[config.mk]
export PLATFORM = sky130hd
export DESIGN_NAME = lane_router
export DESIGN_NICKNAME = d
export VERILOG_FILES = /design/src/hw/tcdm_bank_pkg.sv /design/src/hw/wide_port_pkg.sv /design/src/hw/lane_router.sv
export VERILOG_INCLUDE_DIRS = /design/src /design/src/hw
export SDC_FILE = /design/constraint.sdc
export NUM_CORES = 1
export LEC_CHECK = 0
export BUFFER_PORTS_ARGS = -buffer_cell sky130_fd_sc_hd__buf_2
export CAP_MARGIN = 20
export CORE_AREA = 2 2 243 245
export DETAILED_ROUTE_END_ITERATION = 10
export DIE_AREA = 0 0 245 247
export PLACE_DENSITY_LB_ADDON = 0.08
export SYNTH_ARGS = -nofsm -noshare
export SYNTH_HDL_FRONTEND = slang
export SYNTH_SLANG_ARGS = --single-unit
export TNS_END_PERCENT = 30
[constraint.sdc]
create_clock -name clk_i -period 2.8 [get_ports clk_i]
set_clock_uncertainty 0.05 [all_clocks]
set_input_delay 0 -clock clk_i [delete_from_list [all_inputs] [get_ports clk_i]]
set_output_delay 0 -clock clk_i [all_outputs]
set_load 0.005 [all_outputs]
[src/hw/tcdm_consts.svh]
// TCDM size constants: lanes, banks, bank depth, data width and derived widths
`ifndef TCDM_CONSTS_SVH
`define TCDM_CONSTS_SVH

// wide port and bank array shape
`define TCDM_NB_LANES   4
`define TCDM_NB_BANKS   4   // never fewer than lanes
`define TCDM_BANK_WORDS 64

// word and byte-enable widths
`define TCDM_DATA_W     32
`define TCDM_BE_W       (`TCDM_DATA_W / 8)

// address fields, word addressed
`define TCDM_ORDER_W    2   // log2 of bank count
`define TCDM_ROW_W      6   // log2 of bank words
`define TCDM_WADDR_W    (`TCDM_ORDER_W + `TCDM_ROW_W)

`endif

[src/hw/tcdm_bank_pkg.sv]
// bank-side types: word, byte enable, bank row, bank request and response structs
`include "tcdm_consts.svh"

package tcdm_bank_pkg;

  typedef logic [`TCDM_DATA_W-1:0] word_t;
  typedef logic [`TCDM_BE_W-1:0]   be_t;
  typedef logic [`TCDM_ROW_W-1:0]  bank_row_t;   // row inside a single bank

  // one bank request, wen high means read
  typedef struct packed {
    logic      req;
    logic      wen;
    bank_row_t row;
    be_t       be;
    word_t     data;
  } bank_req_t;

  // bank response, r_data valid one cycle after a read
  typedef struct packed {
    logic  gnt;
    word_t r_data;
  } bank_rsp_t;

endpackage

[src/hw/wide_port_pkg.sv]
// accelerator-side types: word address, order, lane vectors, wide and lane structs
`include "tcdm_consts.svh"

package wide_port_pkg;
  import tcdm_bank_pkg::*;

  typedef logic [`TCDM_WADDR_W-1:0] word_addr_t;   // global word address
  typedef logic [`TCDM_ORDER_W-1:0] bank_order_t;  // base mod bank count

  typedef word_t [`TCDM_NB_LANES-1:0] lane_words_t;
  typedef be_t   [`TCDM_NB_LANES-1:0] lane_be_t;

  typedef struct packed {
    logic        wen;    // high means read
    word_addr_t  base;
    lane_words_t data;
    lane_be_t    be;
  } wide_req_t;

  typedef struct packed {
    logic        wen;    // echo of the request
    lane_words_t r_data;
  } wide_rsp_t;

  typedef struct packed {
    word_addr_t addr;
    be_t        be;
    word_t      data;
  } lane_req_t;

endpackage

[src/hw/lane_router.sv]
// lane router: lane-to-bank rotation, request merge, grant, r_valid and read data return
`timescale 1ns/1ps
`include "tcdm_consts.svh"

module lane_router
  import tcdm_bank_pkg::*;
  import wide_port_pkg::*;
(
  input  logic                           clk_i,
  input  logic                           rst_ni,
  input  logic                           clear_i,
  input  bank_order_t                    order_i,
  input  logic                           lane_valid_i,
  input  logic                           lane_wen_i,
  input  lane_req_t [`TCDM_NB_LANES-1:0] lane_req_i,
  output logic                           lane_gnt_o,
  output logic                           lane_r_valid_o,
  output lane_words_t                    lane_r_data_o,
  output bank_req_t [`TCDM_NB_BANKS-1:0] bank_req_o,
  input  bank_rsp_t [`TCDM_NB_BANKS-1:0] bank_rsp_i
);

  logic [`TCDM_NB_LANES-1:0][`TCDM_NB_BANKS-1:0] ma_req;  // lane to bank one-hot
  logic [`TCDM_NB_BANKS-1:0] bank_req, bank_gnt;
  logic        r_valid_q;
  bank_order_t order_q;

  for (genvar k = 0; k < `TCDM_NB_LANES; k++) begin : gen_lane
    bank_order_t sel, rd_sel;
    assign sel    = order_i + bank_order_t'(k);
    assign rd_sel = order_q + bank_order_t'(k);   // same rotation, one cycle late
    for (genvar b = 0; b < `TCDM_NB_BANKS; b++) begin : gen_sel
      assign ma_req[k][b] = lane_valid_i & (sel == bank_order_t'(b));
    end
    assign lane_r_data_o[k] = bank_rsp_i[rd_sel].r_data;
  end

  // OR together whatever lane landed on each bank
  for (genvar b = 0; b < `TCDM_NB_BANKS; b++) begin : gen_bank
    always_comb begin
      bank_req_o[b]     = '0;
      bank_req_o[b].wen = lane_wen_i;
      for (int j = 0; j < `TCDM_NB_LANES; j++) begin
        bank_req_o[b].req  |= ma_req[j][b];
        bank_req_o[b].row  |= ma_req[j][b] ?
                              lane_req_i[j].addr[`TCDM_WADDR_W-1:`TCDM_ORDER_W] : '0;
        bank_req_o[b].be   |= ma_req[j][b] ? lane_req_i[j].be : '0;
        bank_req_o[b].data |= ma_req[j][b] ? lane_req_i[j].data : '0;
      end
    end
    assign bank_req[b] = bank_req_o[b].req;
    assign bank_gnt[b] = bank_rsp_i[b].gnt;
  end

  // all-or-nothing grant
  assign lane_gnt_o = &(~bank_req | bank_gnt);

  // fixed latency of one cycle
  always_ff @(posedge clk_i or negedge rst_ni) begin
    if (!rst_ni) begin
      r_valid_q <= 1'b0;
    end else if (clear_i) begin
      r_valid_q <= 1'b0;
    end else begin
      r_valid_q <= lane_valid_i & lane_gnt_o;
    end
  end

  always_ff @(posedge clk_i) begin
    if (lane_valid_i & lane_gnt_o) order_q <= order_i;
  end

  assign lane_r_valid_o = r_valid_q;

endmodule

==> qor.tcl <==
set qor(status) {complete, no violations}
set qor(final_layout_size_suffix_gt1_share_pct) 68.73
set qor(numCtsBuffers) 3
set qor(crit_chain) {buf_4 -> mux4_2 -> buf_2}
set qor(unrepaired_setup_endpoints_after_global_routing) {no}
set qor(hold_violations) 0
set qor(clockRootBuffer) {clkbuf_16}
set qor(critical_path_required_ps) 2750
set qor(finish.net_count) 1429
set qor(min_period_over_period_pct) 72.38
set qor(grt_first_pass_wirelength_um) 53340
set qor(cts_setup_buffers) 0
set qor(h-tree-depth) 1
set qor(grt_antenna_before_repair) 12
set qor(synth_cell_type_count) 16
set qor(report.final.slew_viol_count) 0
set qor(yosys_warnings) 0
set qor(max_freq_mhz) 493.4
set qor(setup_tns_ps) 0
set qor(top_level_ports) 621
set qor(place_congestion) 0.7864
set qor(grt_overflow) 0
set qor(design.core.area_mm2) 0.05824
set qor(postLayoutCoreUtil_pct) 17.65
set qor(syn-cell-area_mm2) 0.006422
set qor(fin_worst_hold_slack_ps) 18.57
set qor(clock_tree.buffer_depth) 2
set qor(yosysSeqAreaShare_pct) 1.325
set qor(netlist_instances) 566
set qor(number_of_nets_with_antenna_violations_after_detailed_routing) 0
set qor(slew_headroom_pct) 47.23
set qor(first_global_vias) 8173
set qor(cts_resized) 0
set qor(setup_viol) 0
set qor(yosys_register_bits) 3
set qor(setup.worst_path.start_class) {flop}
set qor(die_area_mm2) 0.06052
set qor(syn_avg_cell_area_um2) 11.35
set qor(detail_route.wirelength_um) 38080
set qor(dpl.hpwl_um) 33160
set qor(worst_slew_pin_slew_ps) 791.5
set qor(worst_slack_ps) 773.3
set qor(setup.worst_path.class) {flop to primary output}
set qor(max_cap_viol_count) 0
set qor(endpoint_kind) {primary output}
set qor(start_util_pct) 11.03
set qor(cpPeakStageDelay_ps) 770
set qor(routedWlPerCell_um) 20.15
set qor(postPlaceCellArea_mm2) 0.01016
set qor(critical_path_buffers_and_inverters) 2
set qor(floorplan.rows) 89
set qor(grt_max_degree) 87
set qor(timing.critical_path.max_delay_family) {flip-flops}
set qor(layout.cell_area.non_filler_mm2) 0.01028
set qor(initial_drc_count) 232
set qor(clkTransAtPathRegs_ps) 30
set qor(detailedRoute.firstPassIterationCount) 4
set qor(dieHeight_um) 247
set qor(final_layout_fill_cell_count) 6592
set qor(areaGrowthSynthToFinish_pct) 60.04
set qor(dieWidth_um) 245
set qor(grt.total_usage_pct) 11.54
set qor(port_buffers) 607
set qor(numClockSinks) 3
set qor(critical_path.slowest_cell) {edfxtp_1}
set qor(fin_crit_ps) 2027
set qor(vias) 8000
set qor(ir_drop_uv) 192.6
set qor(cts_tree) {built}
set qor(remaining_drc_errors) 0
set qor(syn_nets) 881
set qor(timing.critical_path.arrival_ps) 1980
set qor(viasPerCell) 4.233
set qor(place_worst_setup_slack_ps) 952.6
set qor(power_per_cell_area_mw_per_mm2) 179.3
set qor(cp_max_fo) 8
set qor(cellLeakagePower_uw) 0.004886
set qor(min_path_type) {input port to flop}
[path summary, 6_finish.rpt]
path / start / to / slack [ps] / depth (start not counted)
max in group asynchronous: rst_ni / lane_r_valid_o / 2540 / 2
hold / removal: order_i[1] / order_q[1] / 20 / 1
min in group asynchronous: rst_ni / lane_r_valid_o / 80 / 2
setup / recovery: order_q[1] / lane_r_data_o[13] / 770 / 3
[stage by stage]
| stage | instances | total power [µW] |
|---|---|---|
| floorplan | 566 | 826.7 |
| global placement | 1879 | 1663 |
| detailed placement | 1879 | 1637 |
| CTS | 1886 | 1874 |
| global route | 1888 | 1997 |
| finish | 1890 | 1843 |
[cells in the mapped netlist]
library cell / count / area share [%]
dfrtp_1: 1 / 0.39
edfxtp_1: 2 / 0.94
o22ai_1: 168 / 16
clkbuf_1: 17 / 0.99
nand2_1: 1 / 0.058
nand4_1: 1 / 0.097
mux4_2: 128 / 45
nand2_2: 1 / 0.097
buf_4: 19 / 2.2
inv_1: 1 / 0.058
buf_2: 24 / 1.9
buf_6: 32 / 5.6
mux2i_1: 168 / 26
nor2_1: 1 / 0.058
nand2b_1: 1 / 0.097
nor3_1: 1 / 0.078
[power breakdown]
group / internal (µW) / switching (µW)
clock network: 188 / 35.9
logic: 787 / 781
registers: 48.6 / 2.95
[routing by layer]
metal	up-vias	global-route usage, %	routed length (µm)
met2	363	22.79	20940
met5	-	0	62
met1	3978	12.27	13750
met3	28	3.744	3004
li1	3621	-	-
met4	10	0.7532	320
[final cells by class]
cell class                      count  area, µm²  area share, %
Sequential cell                     3      85.08         0.8278
Tap cell                          773      967.2          9.410
Inverter                            1      3.754        0.03652
Multi-Input combinational cell    470       5668          55.14
Timing Repair Buffer              635       3466          33.72
Antenna cell                        4      10.01        0.09738
Clock buffer                        4      78.83         0.7669
[kinds of logic (layout without fill, tap and decap cells)]
| logic type | count (synthesis) | after routing | synth area share, % |
|---|---|---|---|
| buffers and inverters | 93 | 640 | 10.75 |
| and+or+nand+nor | 6 | 6 | 0.4870 |
| AOI/OAI and AO/OA | 168 | 168 | 16.36 |
| DFF | 3 | 3 | 1.325 |
| muxes | 296 | 296 | 71.07 |
| other | 0 | 4 | 0 |
[cells in the final DEF (no fill, tap or decap), drive strengths merged]
cell type	synthesis	routed
buf	75	632
clkbuf	17	4
dfrtp	1	1
diode	0	4
dlygate4sd3	0	3
edfxtp	2	2
inv	1	1
mux2i	168	168
mux4	128	128
nand2	2	2
nand2b	1	1
nand4	1	1
nor2	1	1
nor3	1	1
o22ai	168	168
[what timing repair did]
item	in CTS	in global routing
endpoints found under the hold margin	6	0
hold buffers	3	0
setup endpoints to repair	0	0
[flip-flops by register name, summed over array words and instances (netlist names)]
name,flops
order_q,2
lane_r_valid_o,1
Power figures use the tool's default switching activity.
