[src/hw/tcdm_consts.svh]
// TCDM size constants: lanes, banks, bank depth, data width and derived widths
`ifndef TCDM_CONSTS_SVH
`define TCDM_CONSTS_SVH

// wide port and bank array shape
`define TCDM_NB_LANES   4
`define TCDM_NB_BANKS   4   // never fewer than lanes
`define TCDM_BANK_WORDS 64

// word and byte-enable widths
`define TCDM_DATA_W     32
`define TCDM_BE_W       (`TCDM_DATA_W / 8)

// address fields, word addressed
`define TCDM_ORDER_W    2   // log2 of bank count
`define TCDM_ROW_W      6   // log2 of bank words
`define TCDM_WADDR_W    (`TCDM_ORDER_W + `TCDM_ROW_W)

`endif

[src/hw/tcdm_bank_pkg.sv]
// bank-side types: word, byte enable, bank row, bank request and response structs
`include "tcdm_consts.svh"

package tcdm_bank_pkg;

  typedef logic [`TCDM_DATA_W-1:0] word_t;
  typedef logic [`TCDM_BE_W-1:0]   be_t;
  typedef logic [`TCDM_ROW_W-1:0]  bank_row_t;   // row inside a single bank

  // one bank request, wen high means read
  typedef struct packed {
    logic      req;
    logic      wen;
    bank_row_t row;
    be_t       be;
    word_t     data;
  } bank_req_t;

  // bank response, r_data valid one cycle after a read
  typedef struct packed {
    logic  gnt;
    word_t r_data;
  } bank_rsp_t;

endpackage

[src/hw/wide_port_pkg.sv]
// accelerator-side types: word address, order, lane vectors, wide and lane structs
`include "tcdm_consts.svh"

package wide_port_pkg;
  import tcdm_bank_pkg::*;

  typedef logic [`TCDM_WADDR_W-1:0] word_addr_t;   // global word address
  typedef logic [`TCDM_ORDER_W-1:0] bank_order_t;  // base mod bank count

  typedef word_t [`TCDM_NB_LANES-1:0] lane_words_t;
  typedef be_t   [`TCDM_NB_LANES-1:0] lane_be_t;

  typedef struct packed {
    logic        wen;    // high means read
    word_addr_t  base;
    lane_words_t data;
    lane_be_t    be;
  } wide_req_t;

  typedef struct packed {
    logic        wen;    // echo of the request
    lane_words_t r_data;
  } wide_rsp_t;

  typedef struct packed {
    word_addr_t addr;
    be_t        be;
    word_t      data;
  } lane_req_t;

endpackage

[src/hw/wide_port_splitter.sv]
// wide port splitter: request accept, per-lane addresses and order, response hold FSM
`timescale 1ns/1ps
`include "tcdm_consts.svh"

module wide_port_splitter
  import wide_port_pkg::*;
(
  input  logic                           clk_i,
  input  logic                           rst_ni,
  input  logic                           clear_i,
  input  logic                           req_valid_i,
  output logic                           req_ready_o,
  input  wide_req_t                      req_i,
  output logic                           rsp_valid_o,
  input  logic                           rsp_ready_i,
  output wide_rsp_t                      rsp_o,
  output logic                           lane_valid_o,
  output logic                           lane_wen_o,
  output lane_req_t [`TCDM_NB_LANES-1:0] lane_req_o,
  output bank_order_t                    order_o,
  input  logic                           lane_gnt_i,
  input  logic                           lane_r_valid_i,
  input  lane_words_t                    lane_r_data_i
);

  typedef enum logic [1:0] {
    ST_IDLE,
    ST_WAIT,   // access issued, data due next cycle
    ST_HOLD    // response register full
  } state_e;

  state_e    state_q, state_d;
  wide_rsp_t rsp_q;
  logic      accept;

  // only one access in flight, so ready means idle
  assign lane_valid_o = req_valid_i & (state_q == ST_IDLE);
  assign req_ready_o  = (state_q == ST_IDLE) & lane_gnt_i;
  assign accept       = lane_valid_o & lane_gnt_i;

  assign lane_wen_o = req_i.wen;
  assign order_o    = req_i.base[`TCDM_ORDER_W-1:0];

  // lane k targets word base + k
  for (genvar k = 0; k < `TCDM_NB_LANES; k++) begin : gen_lane
    assign lane_req_o[k].addr = req_i.base + word_addr_t'(k);
    assign lane_req_o[k].be   = req_i.be[k];
    assign lane_req_o[k].data = req_i.data[k];
  end

  always_comb begin
    state_d = state_q;
    unique case (state_q)
      ST_IDLE: begin
        if (accept) state_d = ST_WAIT;
      end
      ST_WAIT: begin
        if (lane_r_valid_i) state_d = ST_HOLD;
      end
      ST_HOLD: begin
        if (rsp_ready_i) state_d = ST_IDLE;
      end
      default: state_d = ST_IDLE;
    endcase
    if (clear_i) state_d = ST_IDLE;  // drops a pending response
  end

  always_ff @(posedge clk_i or negedge rst_ni) begin
    if (!rst_ni) begin
      state_q <= ST_IDLE;
    end else begin
      state_q <= state_d;
    end
  end

  // writes answer with zero data
  always_ff @(posedge clk_i) begin
    if (accept) rsp_q.wen <= req_i.wen;
    if (state_q == ST_WAIT && lane_r_valid_i) begin
      rsp_q.r_data <= rsp_q.wen ? lane_r_data_i : '0;
    end
  end

  assign rsp_valid_o = (state_q == ST_HOLD);
  assign rsp_o       = rsp_q;

endmodule

[config.mk]
export PLATFORM = sky130hd
export DESIGN_NAME = wide_port_splitter
export DESIGN_NICKNAME = d
export VERILOG_FILES = /design/src/hw/tcdm_bank_pkg.sv /design/src/hw/wide_port_pkg.sv /design/src/hw/wide_port_splitter.sv
export VERILOG_INCLUDE_DIRS = /design/src /design/src/hw
export SDC_FILE = /design/constraint.sdc
export NUM_CORES = 1
export LEC_CHECK = 0
export ABC_CLOCK_PERIOD_IN_PS = 9400
export BUFFER_PORTS_ARGS = -buffer_cell sky130_fd_sc_hd__buf_2
export CORE_AREA = 10 10 222 224
export DETAILED_ROUTE_END_ITERATION = 7
export DIE_AREA = 0 0 232 234
export GPL_ROUTABILITY_DRIVEN = 0
export HOLD_SLACK_MARGIN = 0.05
export PLACE_DENSITY_LB_ADDON = 0.12
export SYNTH_ARGS = -nofsm -noshare
export SYNTH_HDL_FRONTEND = slang
export SYNTH_SLANG_ARGS = --single-unit
[constraint.sdc]
create_clock -name clk_i -period 9.4 [get_ports clk_i]
set_input_delay 0.47 -clock clk_i [delete_from_list [all_inputs] [get_ports clk_i]]
set_output_delay 0.47 -clock clk_i [all_outputs]
set_load 0.03 [all_outputs]
==> Flow_metrics.wiki, run 1 <==
{| class="wikitable"
! Metric !! Value
|-
| Adder-cell share of the synthesized area || less than 1%
|-
| Clock transition at path regs || 60 ps
|-
| Flip-flop and latch count after synthesis || 131
|-
| Result of the run || finished, final reports clean
|-
| Total power density per cell area || about 180 nW/um2
|-
| Min Tclk post-route || between 2000 and 3000 ps
|-
| Aggregate routed wire length || between 20000 and 30000 um
|-
| Top cells by area, synth || sky130_fd_sc_hd__edfxtp_1, sky130_fd_sc_hd__buf_4, sky130_fd_sc_hd__and2_1
|-
| Synthesis-to-layout area growth || 25.8%
|-
| Arrival time at the worst endpoint || roughly 2700 ps
|-
| Largest net degree at the start of global routing || 71
|-
| Routed vias || between 3k and 4k
|-
| Worst clock skew on the final layout || between 10 and 15 ps
|-
| Net count, final || between 900 and 1k
|-
| Worst slew margin relative to its limit || between 30% and 40%
|-
| Sequential-to-total area share from yosys stat || roughly 62%
|-
| Overall routing resource usage || under 10%
|-
| Max stage delay cell, worst path || sky130_fd_sc_hd__buf_4
|-
| Maximum achievable frequency || between 300 and 400 MHz
|-
| Critical path, cell by cell || nand2_1 > nor2_4 > buf_4 > buf_4
|-
| Drt first pass iters || 4
|-
| Syn Nets || 779
|-
| Top routing layer used || met4
|-
| Largest area contributor in the synthesized netlist || sky130_fd_sc_hd__edfxtp_1
|-
| Setup violations, final || 0
|-
| Combinational family with the most area after synthesis || buffers and inverters
|-
| Netlist area before placement || between 6000 and 7000 um2
|-
| Synth Area in XOR/XNOR || between 2 and 2.5%
|-
| RSZ-0062 raised after global routing || false
|-
| Die width || 232 um
|-
| Setup crit start kind || register
|-
| TritonCTS sink count || around 130
|-
| Leading cell type in the layout, fill and taps excluded || sky130_fd_sc_hd__buf_2
|-
| Fraction of post-synthesis cell area in the top cell type by area || between 60% and 70%
|-
| Level count of the clock H-tree || 4
|-
| YS warnings || 0
|-
| Worst min-delay path category || primary input to register
|-
| Number of gates resized after CTS || 0
|-
| Max capacitance violation total || 0
|-
| Element type at the critical path end || register
|-
| Rows || 78
|-
| Setup Fix Bufs, Post-CTS || 0
|-
| Slowest Stage Delay on Critical Path || between 800 and 900 ps
|-
| Power consumption || ~1.5 mW
|-
| Worst-skew pair later-pin latency || around 430 ps
|-
| Syn Area/Cell || ~13 um2
|-
| Average wire per cell in the routed design || between 20 and 25 um
|-
| Aggregate global routing overflow || 0
|-
| Smallest setup slack after layout || roughly 6700 ps
|-
| Commonest cells after routing, fill and taps aside || sky130_fd_sc_hd__buf_2, sky130_fd_sc_hd__edfxtp_1, sky130_fd_sc_hd__and2_1
|-
| Routed vias/inst || approximately 3.2
|-
| Maximum fanout along the worst path || 70
|-
| Portion of netlist area occupied by mux cells || 0.177%
|-
| Detail Placement HPWL || 22600 um
|-
| Final-report max-slew violation count || 0
|-
| Non-filler instance count after layout || about 1.3k
|-
| Buffer and inverter count on the worst path || 2
|-
| TritonCTS Buffers || 17
|-
| Type of the setup path with the least slack || register to register
|-
| Number of global-route vias before repair || 4330
|-
| Cells after synthesis || 487
|-
| Number of antenna violations at the first check in global routing || 2
|-
| Family of cells with the greatest summed delay on the critical path || buffers and inverters
|-
| Data required time at the worst endpoint || around 9400 ps
|-
| Final standard cell utilization of the core || between 10% and 20%
|-
| Worst supply voltage drop on vdd || just over 90 uV
|-
| Wire length on met2 || about 13000 um
|-
| Iteration-0 DRC count of the detailed router || 146
|-
| Port Buf Inserts || 310
|-
| I/O pin count || between 500 and 600
|-
| Root Buffer || sky130_fd_sc_hd__clkbuf_16
|-
| Distinct cell type count of the synthesized netlist || 24
|-
| Placed Cells || ~1.2k
|-
| Top cell by count, worst path || sky130_fd_sc_hd__buf_4
|-
| Total negative slack for setup checks || 0 ps
|-
| Simple-gate portion of the synthesized area || 14.6%
|-
| Setup slack after placement || approximately 6500 ps
|-
| Worst-Margin Slew || 1000 ps
|-
| Sum of met3 wire segment lengths after detailed routing || around 4800 um
|-
| Detailed-routing wirelength on met1 || around 9000 um
|-
| Area of the die || ~54000 um2
|-
| Clock tree buffer depth || 2
|-
| DIE HEIGHT || 234 um
|-
| Lkg Pwr || about 3.2 nW
|-
| Final Hold Vio Count || 0
|-
| Clock tree from TritonCTS || done
|-
| First-pass GRT wire length || approximately 36000 um
|-
| Number of antenna-violating nets in the routed design || 0
|-
| Initial standard-cell utilization of the core || 14.2%
|-
| Final worst path period share || 28.2%
|-
| Number of remaining DRC errors || 0
|-
| Core ar. || ~45000 um2
|-
| Fraction of layout instances using a drive strength above 1 || between 50% and 60%
|-
| Synth Area in Compound Gates || less than 1%
|}
[worst paths after layout]
kind	startpoint	to	slack, ps	depth (start not counted)
min reg2reg	state_q[1]	state_q[0]	580	1
min in group asynchronous	rst_ni	state_q[1]	360	2
min	clear_i	state_q[0]	250	2
max in group asynchronous	rst_ni	state_q[0]	8940	2
max	state_q[0]	rsp_o[22]	6750	4
max reg2reg	state_q[0]	rsp_o[22]	6750	4
[metal layers]
metal / vias to the layer above / global-route usage [%]
li1: 1771 / -
met1: 1812 / 8.75
met2: 361 / 15.6
met3: 55 / 8.00
met4: 0 / 4.02
met5: - / 0.535
[through the flow]
stage / area [um2] / hold WS, ps
after global routing: 8000 / 215
after floorplan: 6360 / 174
after detailed placement: 7440 / 264
final: 8000 / 248
after CTS: 8000 / 208
after global placement: 7440 / 261
[repair_timing]
| action | 4_1_cts | 5_1_grt |
|---|---|---|
| hold buffers | 1 | 0 |
| endpoints found under the hold margin | 2 | 0 |
| setup endpoints to repair | 0 | 0 |
[final cells by class]
class,count,area [um2]
fill,5042,36900
sequential,131,3920
timing repair buffer,315,1590
multi-input combinational,178,1160
tap,600,751
clock buffer,21,440
clock inverter,11,113
inverter,5,18.8
antenna,1,2.50
[worst register-to-register path, stage by stage, from the launching register on]
cell and delay [ps]:
sky130_fd_sc_hd__dfrtp_1 420, sky130_fd_sc_hd__nand2_1 120, sky130_fd_sc_hd__nor2_4 80, sky130_fd_sc_hd__buf_4 620
sky130_fd_sc_hd__buf_4 910
[synthesized netlist by cell type, drive strengths merged]
library cell	number
nor2b	2
nor3b	2
nor3	2
nor2	6
xnor2	10
nand4	2
and2	128
nand2b	1
nand2	7
clkbuf	12
o21ba	1
nand3	3
buf	161
and4	1
inv	5
mux2	1
dfrtp	2
ha	4
a21oi	1
xor2	7
edfxtp	129
[cells by family after synthesis]
family,after synthesis
mux,1
flops,131
compound gates,2
simple gates,154
fa+ha+maj,4
buf+inv,178
xor+xnor,17
[sequential cells by signal (all words and copies together), names as in the netlist]
register / flops
state_q: 2
rsp_o: 129
[report_power, final]
group	leakage [nW]	switching, mW	total [mW]	internal, mW
registers	1.20	0.00351	0.662	0.659
logic	1.75	0.102	0.158	0.0561
clock network	0.270	0.255	0.642	0.387
total	3.22	0.361	1.46	1.10
No activity file was read; power rests on OpenSTA's default activity.
==> run 2: changes to the inputs <==
--- a/config.mk
+++ b/config.mk
@@ -6,11 +6,12 @@
 export SDC_FILE = /design/constraint.sdc
 export NUM_CORES = 1
 export LEC_CHECK = 0
-export ABC_CLOCK_PERIOD_IN_PS = 9400
+export ABC_AREA = 1
+export ABC_CLOCK_PERIOD_IN_PS = 2450
 export BUFFER_PORTS_ARGS = -buffer_cell sky130_fd_sc_hd__buf_2
-export CORE_AREA = 10 10 222 224
+export CORE_AREA = 10 10 223 225
 export DETAILED_ROUTE_END_ITERATION = 7
-export DIE_AREA = 0 0 232 234
+export DIE_AREA = 0 0 233 235
 export GPL_ROUTABILITY_DRIVEN = 0
 export HOLD_SLACK_MARGIN = 0.05
 export PLACE_DENSITY_LB_ADDON = 0.12
==> constraint.sdc (replaced) <==
create_clock -name clk_i -period 2.45 [get_ports clk_i]
set_input_delay 0.1225 -clock clk_i [delete_from_list [all_inputs] [get_ports clk_i]]
set_output_delay 0.1225 -clock clk_i [all_outputs]
set_load 0.03 [all_outputs]
==> run 2 against run 1 <==
Net effect:
- total power grew to 4.1 times the previous value
- clock-buffer cell count decreased by 3
- sequential share of layout area fell by 8.5 points
- synthesized area increased by 4.0%
- synthesized cell count grew 34%
- critical path depth unchanged
- sequential power grew to 3.9 times the previous value
- worst setup slack worse by 5900 ps
- largest cell class unchanged
- die area grew 0.86%
- final area rose by 21%
- flip-flop and latch count stayed put
==> Flow_metrics.wiki, run 2 <==
{| class="wikitable"
! Metric !! Value
|-
| Switching power summed over all nets || around 1.6 mW
|-
| Iteration-0 DRC count of the detailed router || approximately 160
|-
| Worst min-delay path category || primary input to register
|-
| Arrival time at the worst endpoint || between 1500 and 2000 ps
|-
| Type of the setup path with the least slack || register to register
|-
| Number of remaining DRC errors || 0
|-
| Data required time at the worst endpoint || 2560 ps
|-
| Core ar. || roughly 45000 um2
|-
| Clock tree from TritonCTS || done
|-
| Total power density per cell area || approximately 610 nW/um2
|-
| DIE HEIGHT || 235 um
|-
| Commonest cells after routing, fill and taps aside || sky130_fd_sc_hd__buf_2, sky130_fd_sc_hd__nand2_1, sky130_fd_sc_hd__inv_1
|-
| Worst clock skew on the final layout || 17.3 ps
|-
| Number of antenna-violating nets in the routed design || 0
|-
| Synthesis-to-layout area growth || 46.3%
|-
| Total negative slack for setup checks || 0 ps
|-
| Worst-Margin Slew || between 700 and 800 ps
|-
| Aggregate routed wire length || 31600 um
|-
| Number of antenna violations at the first check in global routing || 3
|-
| Level count of the clock H-tree || 4
|-
| Top cells by area, synth || sky130_fd_sc_hd__edfxtp_1, sky130_fd_sc_hd__buf_4, sky130_fd_sc_hd__nand2_1
|-
| Syn Nets || approximately 940
|-
| Maximum achievable frequency || around 610 MHz
|-
| Fraction of post-synthesis cell area in the top cell type by area || roughly 59%
|-
| Area of the die || 54800 um2
|-
| Power Internal || roughly 4.4 mW
|-
| Cells after synthesis || around 650
|-
| Slowest Stage Delay on Critical Path || ~460 ps
|-
| Relative contribution of sequential cells to total power || 43.0%
|-
| Setup violations, final || 0
|-
| Lkg Pwr || ~4.9 nW
|-
| Worst-skew pair later-pin latency || approximately 440 ps
|-
| TritonCTS Buffers || 17
|-
| Largest net degree at the start of global routing || 67
|-
| Worst supply voltage drop on vdd || 320 uV
|-
| Routed vias || just over 5k
|-
| Fraction of layout instances using a drive strength above 1 || a little under two fifths
|-
| Critical path, cell by cell || inv_2 > nand2_4 > nor2_4 > buf_12
|-
| Clock tree buffer depth || 2
|-
| Aggregate global routing overflow || 0
|-
| RSZ-0062 raised after global routing || false
|-
| TritonCTS sink count || roughly 130
|-
| Final worst path period share || approximately 67%
|-
| Maximum fanout along the worst path || 41
|-
| Result of the run || finished, final reports clean
|-
| Port Buf Inserts || 310
|-
| Flip-flop count of the largest register, all copies and words added || around 130
|-
| Sw frac || approximately a quarter
|-
| YS warnings || 0
|-
| EDFF count, synth || between 100 and 150
|-
| Worst-case hold slack || between 50 and 60 ps
|-
| Max capacitance violation total || 0
|-
| Average wire per cell in the routed design || between 20 and 25 um
|-
| Net count, final || roughly 1.2k
|-
| Initial standard-cell utilization of the core || between 10% and 20%
|-
| I/O pin count || around 600
|-
| Setup Fix Bufs, Post-CTS || 0
|-
| Sequential-to-total area share from yosys stat || 59.3%
|-
| First-pass GRT wire length || about 43000 um
|-
| Routed vias/inst || about 3.2
|-
| Final standard cell utilization of the core || 21.5%
|-
| Die width || about 230 um
|-
| Netlist area before placement || ~6600 um2
|-
| Worst slew margin relative to its limit || 51.6%
|-
| Final-report max-slew violation count || 0
|-
| Distinct cell type count of the synthesized netlist || 16
|-
| Element type at the critical path end || register
|-
| Syn Area/Cell || about 10 um2
|-
| Root Buffer || sky130_fd_sc_hd__clkbuf_16
|-
| Detail Placement HPWL || approximately 26000 um
|-
| Number of global-route vias before repair || ~5.6k
|-
| Leading cell type in the layout, fill and taps excluded || sky130_fd_sc_hd__buf_2
|-
| Drt first pass iters || 4
|-
| Overall routing resource usage || 11.2%
|-
| Part of the total power dissipated in combinational logic || 14.7%
|-
| Share of total power in the clock network || 42.3%
|-
| Buffer and inverter count on the worst path || 2
|-
| Min Tclk post-route || between 1500 and 2000 ps
|-
| Rows || just under 80
|-
| Flip-flop and latch count after synthesis || approximately 130
|-
| Max stage delay cell, worst path || sky130_fd_sc_hd__nor2_4
|-
| Family of cells with the greatest summed delay on the critical path || simple AND/OR/NAND/NOR gates
|-
| Most frequent cells after synthesis || sky130_fd_sc_hd__buf_4, sky130_fd_sc_hd__nand2_1, sky130_fd_sc_hd__inv_1, sky130_fd_sc_hd__edfxtp_1, sky130_fd_sc_hd__buf_2
|-
| Clock transition at path regs || around 60 ps
|-
| Share of flip-flops with an asynchronous set or reset after synthesis || approximately 1.5%
|-
| Setup crit start kind || register
|-
| Final Hold Vio Count || 0
|-
| Largest area contributor in the synthesized netlist || sky130_fd_sc_hd__edfxtp_1
|-
| Most used flip-flop cell after synthesis || sky130_fd_sc_hd__edfxtp_1
|}
run 2: stage by stage:
stage	total power [mW]	std cells	instance area [um2]	worst slack, ps
2_1_floorplan	3.45	652	6630	-377
3_3_place_gp	3.32	1399	7780	746
3_5_place_dp	3.32	1399	7780	739
4_1_cts	6.09	1563	9670	731
5_1_grt	6.24	1566	9680	672
6_report	5.93	1567	9680	802
run 2: logic make-up (layout without fill, tap and decap cells):
logic type	Yosys count	count (layout)	synth area share [%]
other	0	4	0
buffers and inverters	322	633	27.5
XOR/XNOR	11	11	1.46
adder cells (fa/ha/maj)	4	4	0.757
AO/OA/AOI/OAI	2	2	0.151
AND/OR/NAND/NOR	182	182	10.8
flip-flops	131	131	59.3
run 2: power by group through the flow:
stage                     logic [mW]  registers, mW  clock network, mW
after CTS                      0.899           2.55               2.64
after global routing           0.960           2.55               2.72
after floorplan                0.729           2.72                  0
after detailed placement       0.721           2.60                  0
final                          0.871           2.55               2.51
after global placement         0.724           2.60                  0
run 2: repair_timing:
item | CTS | global route
hold endpoints to repair | 132 | 0
hold buffers | 132 | 0
setup endpoints to repair | 0 | 0
resized for setup | 0 | 0
run 2: worst paths after layout:
check / from / to / slack (ps) / cells past startpoint
setup reg to reg: state_q[1] / rsp_o[56] / 800 / 4
max in group asynchronous: rst_ni / state_q[1] / 1740 / 3
hold / removal: lane_r_data_i[96] / rsp_o[96] / 60 / 3
hold reg to reg: rsp_o[128] / rsp_o[12] / 600 / 2
min in group asynchronous: rst_ni / state_q[0] / 590 / 3
setup / recovery: state_q[1] / rsp_o[56] / 800 / 4
run 2: layout make-up:
type	count	area (um2)
clock buffer	18	429
multi-input combinational	199	887
fill	5035	35400
antenna	4	10.0
inverter	150	563
timing repair buffer	451	2980
tap	600	751
sequential	131	3920
clock inverter	14	138
run 2: metal layers:
layer | GRT usage, % | up-vias | routed length [um]
met5 | 0.459 | - | 26
met4 | 4.04 | 2 | 706
met3 | 7.71 | 55 | 4730
met2 | 18.9 | 383 | 15400
met1 | 10.4 | 2232 | 10700
li1 | - | 2401 | -
run 2: worst reg2reg max path: stages, from the launching register on:
cell	delay, ps
sky130_fd_sc_hd__dfrtp_1	390
sky130_fd_sc_hd__inv_2	80
sky130_fd_sc_hd__nand2_4	60
sky130_fd_sc_hd__nor2_4	460
sky130_fd_sc_hd__buf_12	320
==> run 3: changes to the inputs <==
--- a/config.mk
+++ b/config.mk
@@ -7,11 +7,11 @@
 export NUM_CORES = 1
 export LEC_CHECK = 0
 export ABC_AREA = 1
-export ABC_CLOCK_PERIOD_IN_PS = 2450
+export ABC_CLOCK_PERIOD_IN_PS = 1470
 export BUFFER_PORTS_ARGS = -buffer_cell sky130_fd_sc_hd__buf_2
-export CORE_AREA = 10 10 223 225
+export CORE_AREA = 10 10 222 224
 export DETAILED_ROUTE_END_ITERATION = 7
-export DIE_AREA = 0 0 233 235
+export DIE_AREA = 0 0 232 234
 export GPL_ROUTABILITY_DRIVEN = 0
 export HOLD_SLACK_MARGIN = 0.05
 export PLACE_DENSITY_LB_ADDON = 0.12
==> constraint.sdc (replaced) <==
create_clock -name clk_i -period 1.47 [get_ports clk_i]
set_input_delay 0.0735 -clock clk_i [delete_from_list [all_inputs] [get_ports clk_i]]
set_output_delay 0.0735 -clock clk_i [all_outputs]
set_load 0.03 [all_outputs]
==> run 3 against run 2 <==
Net effect:
- flip-flop and latch count did not move
- combinational power rose by 76%
- register-to-register slack got worse by 730 ps
- sequential power rose by 67%
- worst hold slack got worse by 14 ps
- final area rose by 2.4%
- total power rose by 70%
- utilization rose by 0.62 points
- largest cell class unchanged
- largest power group is now clock
==> Flow_metrics.wiki, run 3 (synthesis gave the netlist of run 2 again) <==
{| class="wikitable"
! Metric !! Value
|-
| Lkg Pwr || 5.05 nW
|-
| Detail Placement HPWL || roughly 27000 um
|-
| Root Buffer || sky130_fd_sc_hd__clkbuf_16
|-
| Area of the die || 54300 um2
|-
| Initial standard-cell utilization of the core || approximately 15%
|-
| Level count of the clock H-tree || 4
|-
| Clock tree buffer depth || 2
|-
| Number of antenna violations at the first check in global routing || 0
|-
| Number of global-route vias before repair || between 5k and 6k
|-
| Final instance area || 9920 um2
|-
| Largest net degree at the start of global routing || 33
|-
| Setup crit start kind || register
|-
| DP Area || 7930 um2
|-
| Total power density per cell area || between 1000 and 1500 nW/um2
|-
| Min Tclk post-route || approximately 1400 ps
|-
| Element type at the critical path end || register
|-
| Worst-Margin Slew || between 300 and 400 ps
|-
| Leading cell type in the layout, fill and taps excluded || sky130_fd_sc_hd__buf_2
|-
| Synthesis-to-layout area growth || 49.9%
|-
| Final Hold Vio Count || 0
|-
| Final standard cell utilization of the core || between 20 and 25%
|-
| Max capacitance violation total || 0
|-
| Relative contribution of sequential cells to total power || around 42%
|-
| Final worst path period share || between 90% and 100%
|-
| Data required time at the worst endpoint || between 1500 and 2000 ps
|-
| Fraction of layout instances using a drive strength above 1 || 37.8%
|-
| Port Buf Inserts || 310
|-
| Worst slew margin relative to its limit || between 70 and 80%
|-
| Average wire per cell in the routed design || 20.6 um
|-
| Setup violations, final || 0
|-
| Power consumption || around 10 mW
|-
| Maximum fanout along the worst path || 14
|-
| Flip-flop count of the largest register, all copies and words added || around 130
|-
| Clock tree from TritonCTS || done
|-
| Aggregate global routing overflow || 0
|-
| Type of the setup path with the least slack || register to register
|-
| Number of antenna-violating nets in the routed design || 0
|-
| Maximum achievable frequency || 714 MHz
|-
| Worst min-delay path category || primary input to register
|-
| Power Internal || about 7.5 mW
|-
| Switching power summed over all nets || ~2.5 mW
|-
| Number of remaining DRC errors || 0
|-
| Share of total power in the clock network || 42.5%
|-
| Aggregate routed wire length || between 30000 and 40000 um
|-
| TritonCTS Buffers || 17
|-
| Result of the run || finished, final reports clean
|-
| First-pass GRT wire length || between 40000 and 50000 um
|-
| Worst clock skew on the final layout || ~12 ps
|-
| Worst supply voltage drop on vdd || roughly 640 uV
|-
| Sw frac || 25.3%
|-
| Part of the total power dissipated in combinational logic || between 10% and 20%
|-
| Overall routing resource usage || a little under an eighth
|-
| Worst-skew pair later-pin latency || 430 ps
|-
| Iteration-0 DRC count of the detailed router || roughly 240
|-
| Clock transition at path regs || ~60 ps
|-
| Net count, final || 1258
|-
| Non-filler instance count after layout || approximately 1.6k
|-
| Die width || about 230 um
|-
| Final-report max-slew violation count || 0
|-
| Routed vias || around 5.1k
|-
| DIE HEIGHT || around 230 um
|-
| Core ar. || 44900 um2
|-
| Arrival time at the worst endpoint || 1530 ps
|-
| Placed Cells || ~1.4k
|-
| Rows || slightly below 80
|-
| Routed vias/inst || about 3.2
|-
| I/O pin count || ~600
|-
| Worst-case hold slack || about 43 ps
|-
| Drt first pass iters || 4
|-
| Commonest cells after routing, fill and taps aside || sky130_fd_sc_hd__buf_2, sky130_fd_sc_hd__nand2_1, sky130_fd_sc_hd__inv_1
|-
| TritonCTS sink count || approximately 130
|}
run 3: cell count changes in the layout (fill, tap and decap cells not counted), moves of 2 or more:
cell,delta
sky130_fd_sc_hd__clkbuf_1,+2
sky130_fd_sc_hd__inv_6,-2
sky130_fd_sc_hd__buf_2,-2
sky130_fd_sc_hd__clkinvlp_4,-2
sky130_fd_sc_hd__buf_12,+6
sky130_fd_sc_hd__buf_4,+9
sky130_fd_sc_hd__diode_2,-3
run 3: area by class of cell:
type	instances	area, um2
multi-input cells	199	890
fillers	4955	35000
clock inverters	12	139
inverters	150	563
clock buffers	20	437
flip-flops and latches	131	3930
diodes	1	2.50
well taps	600	751
repair buffers	467	3210
run 3: worst max-delay path, stage by stage (launching register included):
cell                      delay, ps
sky130_fd_sc_hd__dfrtp_1        410
sky130_fd_sc_hd__inv_2           90
sky130_fd_sc_hd__nand2_4         60
sky130_fd_sc_hd__nor2_4         130
sky130_fd_sc_hd__buf_12         170
sky130_fd_sc_hd__buf_4          220
run 3: stage by stage:
| stage | setup WS, ps | TNS (ps) |
|---|---|---|
| after floorplan | -1360 | -173730 |
| after global placement | 82.6 | 0 |
| after detailed placement | 71.8 | 0 |
| after CTS | 8.07 | 0 |
| after global routing | -2.21 | -11.9 |
| final | 70.1 | 0 |
run 3: path summary, 6_finish.rpt:
| check | to | from | cells after the start | slack [ps] |
|---|---|---|---|---|
| setup / recovery | rsp_o[35] | state_q[1] | 5 | 70 |
| hold / removal | rsp_o[6] | lane_r_data_i[6] | 3 | 40 |
| max in group asynchronous | state_q[0] | rst_ni | 3 | 820 |
| min in group asynchronous | state_q[1] | rst_ni | 3 | 500 |
| hold reg to reg | state_q[1] | state_q[1] | 4 | 710 |
| setup reg to reg | rsp_o[35] | state_q[1] | 5 | 70 |
run 3: per-layer routing:
| layer | global-route usage (%) | up-vias | wire, um |
|---|---|---|---|
| li1 | - | 2425 | - |
| met1 | 10.3 | 2263 | 10600 |
| met2 | 20.1 | 347 | 16200 |
| met3 | 8.17 | 49 | 4900 |
| met4 | 4.15 | 2 | 716 |
| met5 | 1.43 | - | 66 |
run 3: power groups by stage:
stage	Combinational, mW	Sequential [mW]	Clock, mW
finish	1.53	4.26	4.28
global route	1.67	4.27	4.57
CTS	1.56	4.26	4.45
detailed placement	1.25	4.34	0
global placement	1.26	4.34	0
floorplan	1.21	4.53	0
run 3: what timing repair did:
item | CTS | global route
buffers inserted | 2 | 0
hold buffers | 133 | 0
endpoints found under the setup margin | 1 | 3
resized for setup | 1 | 5
endpoints found under the hold margin | 132 | 0
gates cloned | 1 | 0
